[config.mk]
export PLATFORM = sky130hd
export DESIGN_NAME = sprite_buf_top
export DESIGN_NICKNAME = d
export VERILOG_FILES = /design/src/verilog/sprite_pkg.sv /design/src/verilog/sprite_buf_top.sv /design/src/verilog/line_buffer.sv /design/src/verilog/obj_scanner.sv /design/src/verilog/obj_ram_arbiter.sv
export VERILOG_INCLUDE_DIRS = /design/src /design/src/verilog
export SDC_FILE = /design/constraint.sdc
export NUM_CORES = 1
export LEC_CHECK = 0
export ABC_AREA = 0
export ABC_CLOCK_PERIOD_IN_PS = 5200
export BUFFER_PORTS_ARGS = -buffer_cell sky130_fd_sc_hd__buf_4
export CORE_ASPECT_RATIO = 0.7
export CORE_MARGIN = 3
export CORE_UTILIZATION = 63
export DETAILED_ROUTE_END_ITERATION = 6
export GPL_TIMING_DRIVEN = 1
export PLACE_DENSITY = 0.8
export RECOVER_POWER = 25
export SLEW_MARGIN = 20
export SYNTH_ARGS = -nofsm -noshare
export SYNTH_HDL_FRONTEND = slang
export SYNTH_HIERARCHICAL = 1
export SYNTH_SLANG_ARGS = --single-unit
[constraint.sdc]
create_clock -name clk -period 5.2 [get_ports clk]
set_input_delay 0.26 -clock clk [delete_from_list [all_inputs] [get_ports clk]]
set_output_delay 0.26 -clock clk [all_outputs]
set_load 0.01 [all_outputs]
[src/verilog/sprite_defs.svh]
/*
    sprite line buffer sizes
    object RAM depth, line slot count and the layout of one
    line-buffer entry, MSB first: bank+id, palette, hflip, row, x
*/
`ifndef SPRITE_DEFS_SVH
`define SPRITE_DEFS_SVH

// object RAM
`define OBJ_COUNT   16      // objects in RAM
`define OBJ_IDX_W   4       // object index bits
`define OBJ_H       8       // lines per object

// line buffer
`define LINE_SLOTS  8       // entries per line
`define SLOT_W      3       // slot index bits

// entry fields
`define ENTRY_BID_W 8       // bank + id
`define ENTRY_PAL_W 3       // palette
`define ENTRY_ROW_W 3       // row inside the object
`define ENTRY_X_W   8       // horizontal position
`define ENTRY_W     23      // 8+3+1+3+8

`endif
[src/verilog/sprite_pkg.sv]
/*
    sprite object word
    one 32-bit object RAM word, seen as four bytes by the CPU
    and as attribute fields by the line scanner
*/
`default_nettype none

package sprite_pkg;

    // byte 0 y, byte 1 x, byte 2 {bank,id}, byte 3 {spare,vflip,hflip,pal}
    typedef union packed {
        logic [3:0][7:0] b;     // cpu view, b[0] is y
        struct packed {
            logic [2:0] spare;  // unused, kept for the cpu
            logic       vflip;  // row inversion
            logic       hflip;  // passed on to the renderer
            logic [2:0] pal;    // palette
            logic       bank;   // id msb / tile bank
            logic [6:0] id;     // tile code
            logic [7:0] x;      // horizontal position
            logic [7:0] y;      // top line of the object
        } f;                    // scanner view
    } obj_word_t;

endpackage

`default_nettype wire

[src/verilog/sprite_buf_top.sv]
/*
    sprite line buffer subsystem
    object RAM and arbiter, line scanner and ping-pong buffer
*/
`timescale 1ns/100ps
`default_nettype none

`include "sprite_defs.svh"

module sprite_buf_top (
    input  wire                    clk,
    input  wire                    reset,
    // cpu port
    input  wire                    cpu_we,
    input  wire [5:0]              cpu_addr,
    input  wire [7:0]              cpu_data,
    // video timing
    input  wire                    line_start,
    input  wire [7:0]              line_v,
    // readback
    input  wire                    rd_en,
    input  wire [`SLOT_W-1:0]      rd_slot,
    output logic                   rd_valid,
    output logic [`ENTRY_W-1:0]    rd_entry,
    output logic [`SLOT_W:0]       slot_count,
    output logic                   overflow,
    output logic                   scan_done
);

    import sprite_pkg::*;

    logic                  scan_req;
    logic                  scan_gnt;
    logic [`OBJ_IDX_W-1:0] scan_idx;
    obj_word_t             scan_word;
    logic                  wr_en;
    logic [`ENTRY_W-1:0]   wr_entry;

    obj_ram_arbiter u_ram (
        .clk       ( clk       ),
        .reset     ( reset     ),
        .cpu_we    ( cpu_we    ),
        .cpu_addr  ( cpu_addr  ),
        .cpu_data  ( cpu_data  ),
        .scan_req  ( scan_req  ),
        .scan_idx  ( scan_idx  ),
        .scan_gnt  ( scan_gnt  ),
        .scan_word ( scan_word )
    );

    obj_scanner u_scan (
        .clk        ( clk        ),
        .reset      ( reset      ),
        .line_start ( line_start ),
        .line_v     ( line_v     ),
        .scan_gnt   ( scan_gnt   ),
        .scan_word  ( scan_word  ),
        .scan_req   ( scan_req   ),
        .scan_idx   ( scan_idx   ),
        .wr_en      ( wr_en      ),
        .wr_entry   ( wr_entry   ),
        .scan_done  ( scan_done  )
    );

    line_buffer u_lbuf (
        .clk        ( clk        ),
        .reset      ( reset      ),
        .line_start ( line_start ),
        .wr_en      ( wr_en      ),
        .wr_entry   ( wr_entry   ),
        .rd_en      ( rd_en      ),
        .rd_slot    ( rd_slot    ),
        .rd_valid   ( rd_valid   ),
        .rd_entry   ( rd_entry   ),
        .slot_count ( slot_count ),
        .overflow   ( overflow   )
    );

endmodule

`default_nettype wire

[src/verilog/line_buffer.sv]
/*
    ping-pong line buffer
    two 8-slot halves; one fills from the scanner while the other
    is read back by the renderer. line start swaps them
*/
`timescale 1ns/100ps
`default_nettype none

`include "sprite_defs.svh"

module line_buffer (
    input  wire                     clk,
    input  wire                     reset,
    input  wire                     line_start,
    // scanner side
    input  wire                     wr_en,
    input  wire [`ENTRY_W-1:0]      wr_entry,
    // renderer side
    input  wire                     rd_en,
    input  wire [`SLOT_W-1:0]       rd_slot,
    output logic                    rd_valid,
    output logic [`ENTRY_W-1:0]     rd_entry,
    output logic [`SLOT_W:0]        slot_count,
    output logic                    overflow
);

    localparam logic [`SLOT_W:0] FULL = `LINE_SLOTS;

    logic [`ENTRY_W-1:0] mem [2][`LINE_SLOTS];   // entry storage, no reset
    logic [`SLOT_W:0]    count [2];              // fill level per half
    logic [1:0]          ovf;                    // per half
    logic                fill;                   // half being written
    logic                disp;                   // half on display
    logic                full;
    logic                wr_ok;

    assign disp  = ~fill;
    assign full  = (count[fill] == FULL);
    // line start wins over a late write from an aborted scan
    assign wr_ok = wr_en & ~line_start & ~full;

    assign slot_count = count[disp];
    assign overflow   = ovf[disp];

    always_ff @(posedge clk) begin
        if (reset) begin
            fill     <= 1'b0;
            count[0] <= '0;
            count[1] <= '0;
            ovf      <= 2'b00;
        end else if (line_start) begin
            fill        <= ~fill;       // old fill half goes on display
            count[disp] <= '0;          // old display half starts filling
            ovf[disp]   <= 1'b0;
        end else if (wr_en) begin
            if (full) begin
                ovf[fill] <= 1'b1;      // ninth object and on, entry dropped
            end else begin
                count[fill] <= count[fill] + 1'b1;
            end
        end
    end

    // slot picked from the fill counter
    always_ff @(posedge clk) begin
        if (wr_ok) mem[fill][count[fill][`SLOT_W-1:0]] <= wr_entry;
    end

    always_ff @(posedge clk) begin
        if (reset) rd_valid <= 1'b0;
        else       rd_valid <= rd_en;   // exactly one cycle later
    end

    always_ff @(posedge clk) begin
        if (rd_en) begin
            if ({1'b0, rd_slot} < count[disp])
                rd_entry <= mem[disp][rd_slot];
            else
                rd_entry <= '0;         // empty slot
        end
    end

endmodule

`default_nettype wire

[src/verilog/obj_scanner.sv]
/*
    object scanner
    on every line start walks all objects, tests each one against
    the next line and sends in-zone objects to the line buffer
*/
`timescale 1ns/100ps
`default_nettype none

`include "sprite_defs.svh"

module obj_scanner (
    input  wire                      clk,
    input  wire                      reset,
    input  wire                      line_start,
    input  wire [7:0]                line_v,
    // object RAM port
    input  wire                      scan_gnt,
    input  sprite_pkg::obj_word_t    scan_word,
    output logic                     scan_req,
    output logic [`OBJ_IDX_W-1:0]    scan_idx,
    // line buffer port
    output logic                     wr_en,
    output logic [`ENTRY_W-1:0]      wr_entry,
    output logic                     scan_done
);

    import sprite_pkg::*;

    localparam logic [1:0] ST_IDLE = 2'd0;
    localparam logic [1:0] ST_REQ  = 2'd1;   // hold request until granted
    localparam logic [1:0] ST_WAIT = 2'd2;   // word arrives
    localparam logic [1:0] ST_DEC  = 2'd3;   // zone test, entry out
    localparam logic [`OBJ_IDX_W-1:0] LAST_IDX = `OBJ_IDX_W'(`OBJ_COUNT - 1);

    logic [1:0]              state;
    logic [7:0]              target;         // line being prepared
    obj_word_t               obj_q;          // latched object word
    logic [7:0]              diff;
    logic                    in_zone;
    logic [`ENTRY_BID_W-1:0] bank_id;
    logic [`ENTRY_PAL_W-1:0] pal;
    logic [`ENTRY_ROW_W-1:0] row;
    logic [`ENTRY_X_W-1:0]   xpos;

    // zone test, wraps modulo 256
    assign diff    = target - obj_q.f.y;
    assign in_zone = diff < 8'(`OBJ_H);

    assign bank_id = {obj_q.f.bank, obj_q.f.id};
    assign pal     = obj_q.f.pal;
    assign row     = diff[2:0] ^ {3{obj_q.f.vflip}};  // upside down
    assign xpos    = obj_q.f.x;

    assign scan_req = (state == ST_REQ);
    assign wr_en    = (state == ST_DEC) && in_zone;
    assign wr_entry = {bank_id, pal, obj_q.f.hflip, row, xpos};

    always_ff @(posedge clk) begin
        if (reset) begin
            state     <= ST_IDLE;
            scan_idx  <= '0;
            target    <= '0;
            scan_done <= 1'b0;
        end else begin
            scan_done <= 1'b0;
            if (line_start) begin
                // restart, drops whatever scan was running
                state    <= ST_REQ;
                scan_idx <= '0;
                target   <= line_v + 8'd1;
            end else begin
                case (state)
                    ST_REQ:  if (scan_gnt) state <= ST_WAIT;
                    ST_WAIT: state <= ST_DEC;
                    ST_DEC: begin
                        if (scan_idx == LAST_IDX) begin
                            state     <= ST_IDLE;
                            scan_done <= 1'b1;   // one cycle after last decision
                        end else begin
                            state    <= ST_REQ;
                            scan_idx <= scan_idx + 1'b1;
                        end
                    end
                    default: state <= ST_IDLE;
                endcase
            end
        end
    end

    always_ff @(posedge clk) begin
        if (state == ST_WAIT) obj_q <= scan_word;  // word valid after grant
    end

endmodule

`default_nettype wire

[src/verilog/obj_ram_arbiter.sv]
/*
    object RAM with arbiter
    16 words written a byte at a time by the CPU, read whole by
    the scanner. CPU writes always win; the scanner request is
    granted in free cycles and the word comes out a cycle later
*/
`timescale 1ns/100ps
`default_nettype none

`include "sprite_defs.svh"

module obj_ram_arbiter (
    input  wire                      clk,
    input  wire                      reset,
    // cpu side
    input  wire                      cpu_we,
    input  wire [5:0]                cpu_addr,    // {object, byte}
    input  wire [7:0]                cpu_data,
    // scanner side
    input  wire                      scan_req,
    input  wire [`OBJ_IDX_W-1:0]     scan_idx,
    output logic                     scan_gnt,
    output sprite_pkg::obj_word_t    scan_word
);

    import sprite_pkg::*;

    obj_word_t mem [`OBJ_COUNT];         // attribute RAM

    logic [`OBJ_IDX_W-1:0] wr_obj;
    logic [1:0]            wr_byte;

    assign wr_obj  = cpu_addr[5:2];
    assign wr_byte = cpu_addr[1:0];

    // cpu has priority over the scanner
    assign scan_gnt = scan_req & ~cpu_we;

    always_ff @(posedge clk) begin
        if (cpu_we) begin
            mem[wr_obj].b[wr_byte] <= cpu_data;  // byte lane write
        end
        if (scan_gnt) begin
            scan_word <= mem[scan_idx];          // valid next cycle
        end
    end

endmodule

`default_nettype wire

# Word level (Yosys, flattened, before mapping)
# Memory sizes are Yosys's and may differ from the RTL's. A register that Yosys moved wholly into a read port is not among the register bits.
# Cells that the tools add are included.
# totals
ff_bits	71
ramBits	888
inputBits	30
output_inout_bits	30
wordCells	106
n_memories	3
# op_classes
n_addsub	4
n_lt_le_gt_ge	11
n_eq_ne	7
mux	43
bitwise_logic	15
reduce_logical	13
# mem_list
memory	depth	word_bits	rd	rd_ports_with_merged_regs	wr	line	source
u_ram.mem	16	32	1	1	1	obj_ram_arbiter.sv:28	obj_word_t mem [`OBJ_COUNT];
u_lbuf.mem	2	184	1	0	1	line_buffer.sv:29	logic [`ENTRY_W-1:0] mem [2][`LINE_SLOTS];
u_lbuf.count	2	4	2	1	2	line_buffer.sv:30	logic [`SLOT_W:0] count [2];
# op_table
operator	count
2-to-1 mux 184 bit	1
binary-select mux 23 bit (select 3 bit)	1
demux 23 bit (select 3 bit)	1
2-to-1 mux 23 bit	3
2-to-1 mux 32 bit	1
2-to-1 mux 1 bit	25
demux 8 bit (select 2 bit)	1
adder 4 x 1 -> 4 bit, second input constant	2
adder 8 x 1 -> 8 bit, second input constant	1
equality test 4 bit, second input constant	2
>= comparator 4 bit, second input constant	2
< comparator 8 x 4 -> 1 bit, second input constant	1
2-to-1 mux 2 bit	4
2-to-1 mux 4 bit	2
2-to-1 mux 8 bit	1
inverter 3 -> 4 bit	2
OR reduction 4 bit	2
subtractor 8 bit	1
inverter 1 bit	6
case mux 2 bit (3 select lines)	1
logical AND 1 bit	5
equality test 2 bit, second input constant	2
< comparator 1 x 2 -> 1 bit, second input constant	2
< comparator 3 x 4 -> 1 bit	1
17 further kinds	23

# Logic depth before layout (Yosys ltp)
# depth
depth_word	9
depth_mapped	12
mapped_depth_nobuf	12

# Modules after synthesis
# The synthesis kept the hierarchy.
# by_module_without_submodules
module	n_inst	cells_each	area_each_um2	seq_area_each_um2
obj_ram_arbiter	1	911	20459.6	16335.7
line_buffer	1	720	15728.8	12081.6
obj_scanner	1	176	2103.3	1171.1

# Least setup slack after synthesis
# Ideal clock, no wire load.
# synth_path
kind	register to register
from	register u_scan/obj_q[0] (netlist name)
to	memory u_lbuf/mem[0][0] (netlist name), enable pin
setup_time_ps	432
arrival_time_ps	3464
required_time_ps	4768
setup_slack_ps	1304
path_stages_with_launch	9
n_path_buf	0
period_less_slack_ps	3896
cell_sequence	edfxtp_1 > ha_1 > fa_1 > and3b_1 > o221ai_1 > o21a_1 > nor4_2 > nand2b_1 > nor3_1
# synth_between
elab_chain_len	7
# synth_rtl
item	line	source
from (decl)	obj_scanner.sv:37	obj_word_t obj_q;
from (signal assigned)	obj_scanner.sv:91	if (state == ST_WAIT) obj_q <= scan_word;
subtractor 8 bit	obj_scanner.sv:46	assign diff = target - obj_q.f.y;
< comparator 8 x 4 -> 1 bit	obj_scanner.sv:47	assign in_zone = diff < 8'(`OBJ_H);
logical AND 1 bit	obj_scanner.sv:55	assign wr_en = (state == ST_DEC) && in_zone;
named net wr_en	sprite_buf_top.sv:36	logic wr_en;
AND 1 bit (2 in a row)	line_buffer.sv:40	assign wr_ok = wr_en & ~line_start & ~full;
2-to-1 mux 1 bit	line_buffer.sv:66	if (wr_ok) mem[fill][count[fill][`SLOT_W-1:0]] <= wr_entry;
2-to-1 mux 184 bit	line_buffer.sv:66	
to (decl)	line_buffer.sv:29	
# The timed path passes the listed nets, and every way through them passes these cells.

# Worst setup path in the final report
# layout_path
from	register u_scan/obj_q[0] (netlist name)
to	memory u_lbuf/mem[1][120] (netlist name), enable pin
# Same word-level chain as after synthesis.

==> impl_metrics.json <==
{
  "fin_ws_ps": 1350,
  "hold_depth": 3,
  "critPathArrivalTime_ps": 4160,
  "first_global_vias": 18368,
  "ir_drop_mv": 0.278,
  "grt_overflow": 0,
  "grt_pass1_wl_um": 121000,
  "die_height_um": 207,
  "syn_inst": 1735,
  "clockBufferDepth": 3,
  "mostFrequentLayoutCells": "edfxtp_1 (921), mux4_2 (208), nor2_1 (90)",
  "status": "finished with violations",
  "layout.cells.most_common": "edfxtp_1",
  "clk_pin_slew_worst_paths_ps": 60,
  "cts-root-buf": "clkbuf_16",
  "hold_path.class": "primary input to register",
  "antenna_found_initial": 1,
  "coreArea_um2": 57000,
  "wl_um": 79800,
  "drtIter0Drc": 2478,
  "whs_ps": 42.8,
  "crit_chain": "ha_1 > fa_1 > and3b_1 > o221ai_1 > o21a_1 > nor4_2 > nor2b_1 > nand3_1 > nand2b_1 > nor2_2 > buf_4",
  "wl_per_cell_um": 30.4,
  "post-cts-setup-buffers": 0,
  "first_pass_iters": 6,
  "worstReg2RegStart": "u_scan/obj_q[0]",
  "criticalPathCategory": "register to register",
  "grt_setup_unrepaired": "no",
  "grt_use_total": 0.271,
  "r2r_slack_ps": 1350,
  "period_minus_slack_ps": 3850,
  "row_count": 73,
  "grt_max_degree": 101,
  "max_freq_mhz": 260,
  "yosysWarnings": 6,
  "final-hold-violation-count": 0,
  "cts_buffers": 83,
  "crit_family": "simple AND/OR/NAND/NOR gates",
  "clock_skew_ps": 21.0,
  "cts_sinks": 941,
  "die_x_um": 293,
  "ant_nets": 0,
  "diodes": 0,
  "slew_headroom": -1.02,
  "tritoncts": "built",
  "reg2reg_to": "u_lbuf/mem[1][120]",
  "place_congestion": 0.854,
  "worst_slew_pin_slew_ps": 3030,
  "finalSetupViolCount": 0,
  "power_density_nw_per_um2": 381,
  "slowest_delay_ps": 420,
  "dieArea_um2": 60800,
  "power_mw": 15.4,
  "dp_hpwl_um": 44300,
  "netlist_area_um2": 36400,
  "io_buffers": 59,
  "post-route-period-util": 0.741,
  "avgViaCountPerCell": 6.83,
  "clk-insertion-delay-late_ps": 640,
  "vias": 17953,
  "min_to": "u_scan/state[0]",
  "required_ps": 5510,
  "critPathMaxFanout": 18,
  "crit_buf_inv": 1,
  "start_kind": "register",
  "design.portCount": 60,
  "area_growth_pct": 10.7,
  "maxCapViolations": 9,
  "tns_ps": 0,
  "violations": "max-capacitance violations, max-slew violations",
  "crit_path_end_kind": "register",
  "initial_core_util": 0.639,
  "cts.htree.levels": 3,
  "syn-num-nets": 1783,
  "avgSynthCellArea_um2": 21.0,
  "worstHoldStart": "line_start",
  "drc": 0,
  "reg2reg_depth": 11,
  "p_leak_nw": 12.6,
  "dpl_worst_slack_ps": 1510,
  "final_max_slew_viol_count": 497,
  "crit_path_top_delay_cell": "fa_1",
  "place_area_um2": 37500,
  "final_nets": 1856,
  "fin_area_um2": 40300,
  "drive_above_1_share": 0.240
}
[worst reg2reg max path, cell delays in order, from the launching register on]
cell,delay (ps)
edfxtp_1,400
ha_1,210
fa_1,420
and3b_1,270
o221ai_1,110
o21a_1,130
nor4_2,300
nor2b_1,420
nand3_1,260
nand2b_1,300
nor2_2,340
buf_4,360
[how the worst max path moves through the flow]
stage | startpoint | end | slack, ps | cells past startpoint
4_1_cts | u_scan/obj_q[0] | u_lbuf/mem[1][120] | 1390 | 11
2_1_floorplan | u_scan/obj_q[0] | u_lbuf/mem[0][0] | 1300 | 8
3_5_place_dp | u_scan/obj_q[0] | u_lbuf/mem[1][121] | 1510 | 11
6_report | u_scan/obj_q[0] | u_lbuf/mem[1][120] | 1350 | 11
3_3_place_gp | u_scan/obj_q[0] | u_lbuf/mem[1][126] | 1590 | 11
5_1_grt | u_scan/target[0] | u_lbuf/mem[1][120] | 1070 | 12
[stage by stage]
| step | std cells | utilization |
|---|---|---|
| after floorplan | 1735 | - |
| after global placement | 2461 | 0.658 |
| after detailed placement | 2461 | 0.658 |
| after CTS | 2627 | 0.708 |
| after global routing | 2627 | 0.707 |
| final | 2627 | 0.707 |
[layout make-up]
type	count	area, um^2
sequential	941	28100
clock inverter	51	527
fill	3202	16700
inverter	21	78.8
timing repair buffer	99	790
tap	750	938
clock buffer	103	2220
multi-input combinational	662	7690
[layer usage]
layer / track usage / part of all wire / up-vias
met5: 0 / 0.00016 / -
met4: 0.0793 / 0.027 / 2
met3: 0.0576 / 0.10 / 178
met2: 0.410 / 0.48 / 1218
met1: 0.411 / 0.39 / 9293
li1: - / - / 7262
[power breakdown]
| group | internal, mW | total, mW | switching, mW |
|---|---|---|---|
| registers | 8.41 | 8.49 | 0.0837 |
| clock network | 3.55 | 6.25 | 2.69 |
| logic | 0.259 | 0.638 | 0.380 |
| total | 12.2 | 15.4 | 3.15 |
[sequential cells by signal, indices dropped and copies added (netlist names), named ones only]
register and flops:
u_scan/scan_idx 4, u_scan/obj_q 29, u_scan/scan_done 1, u_lbuf/fill 1, u_lbuf/mem 368, u_scan/target 8
u_ram/mem 464, u_lbuf/rd_valid 1, u_scan/state 2, u_lbuf/rd_entry 23, u_ram/scan_word 29, u_lbuf/ovf 2
u_lbuf/count 8
[repair_timing]
item | 4_1_cts | 5_1_grt
resized for setup | 0 | 0
hold buffers | 12 | 0
endpoints found under the hold margin | 12 | 0
Power figures use the tool's default switching activity.
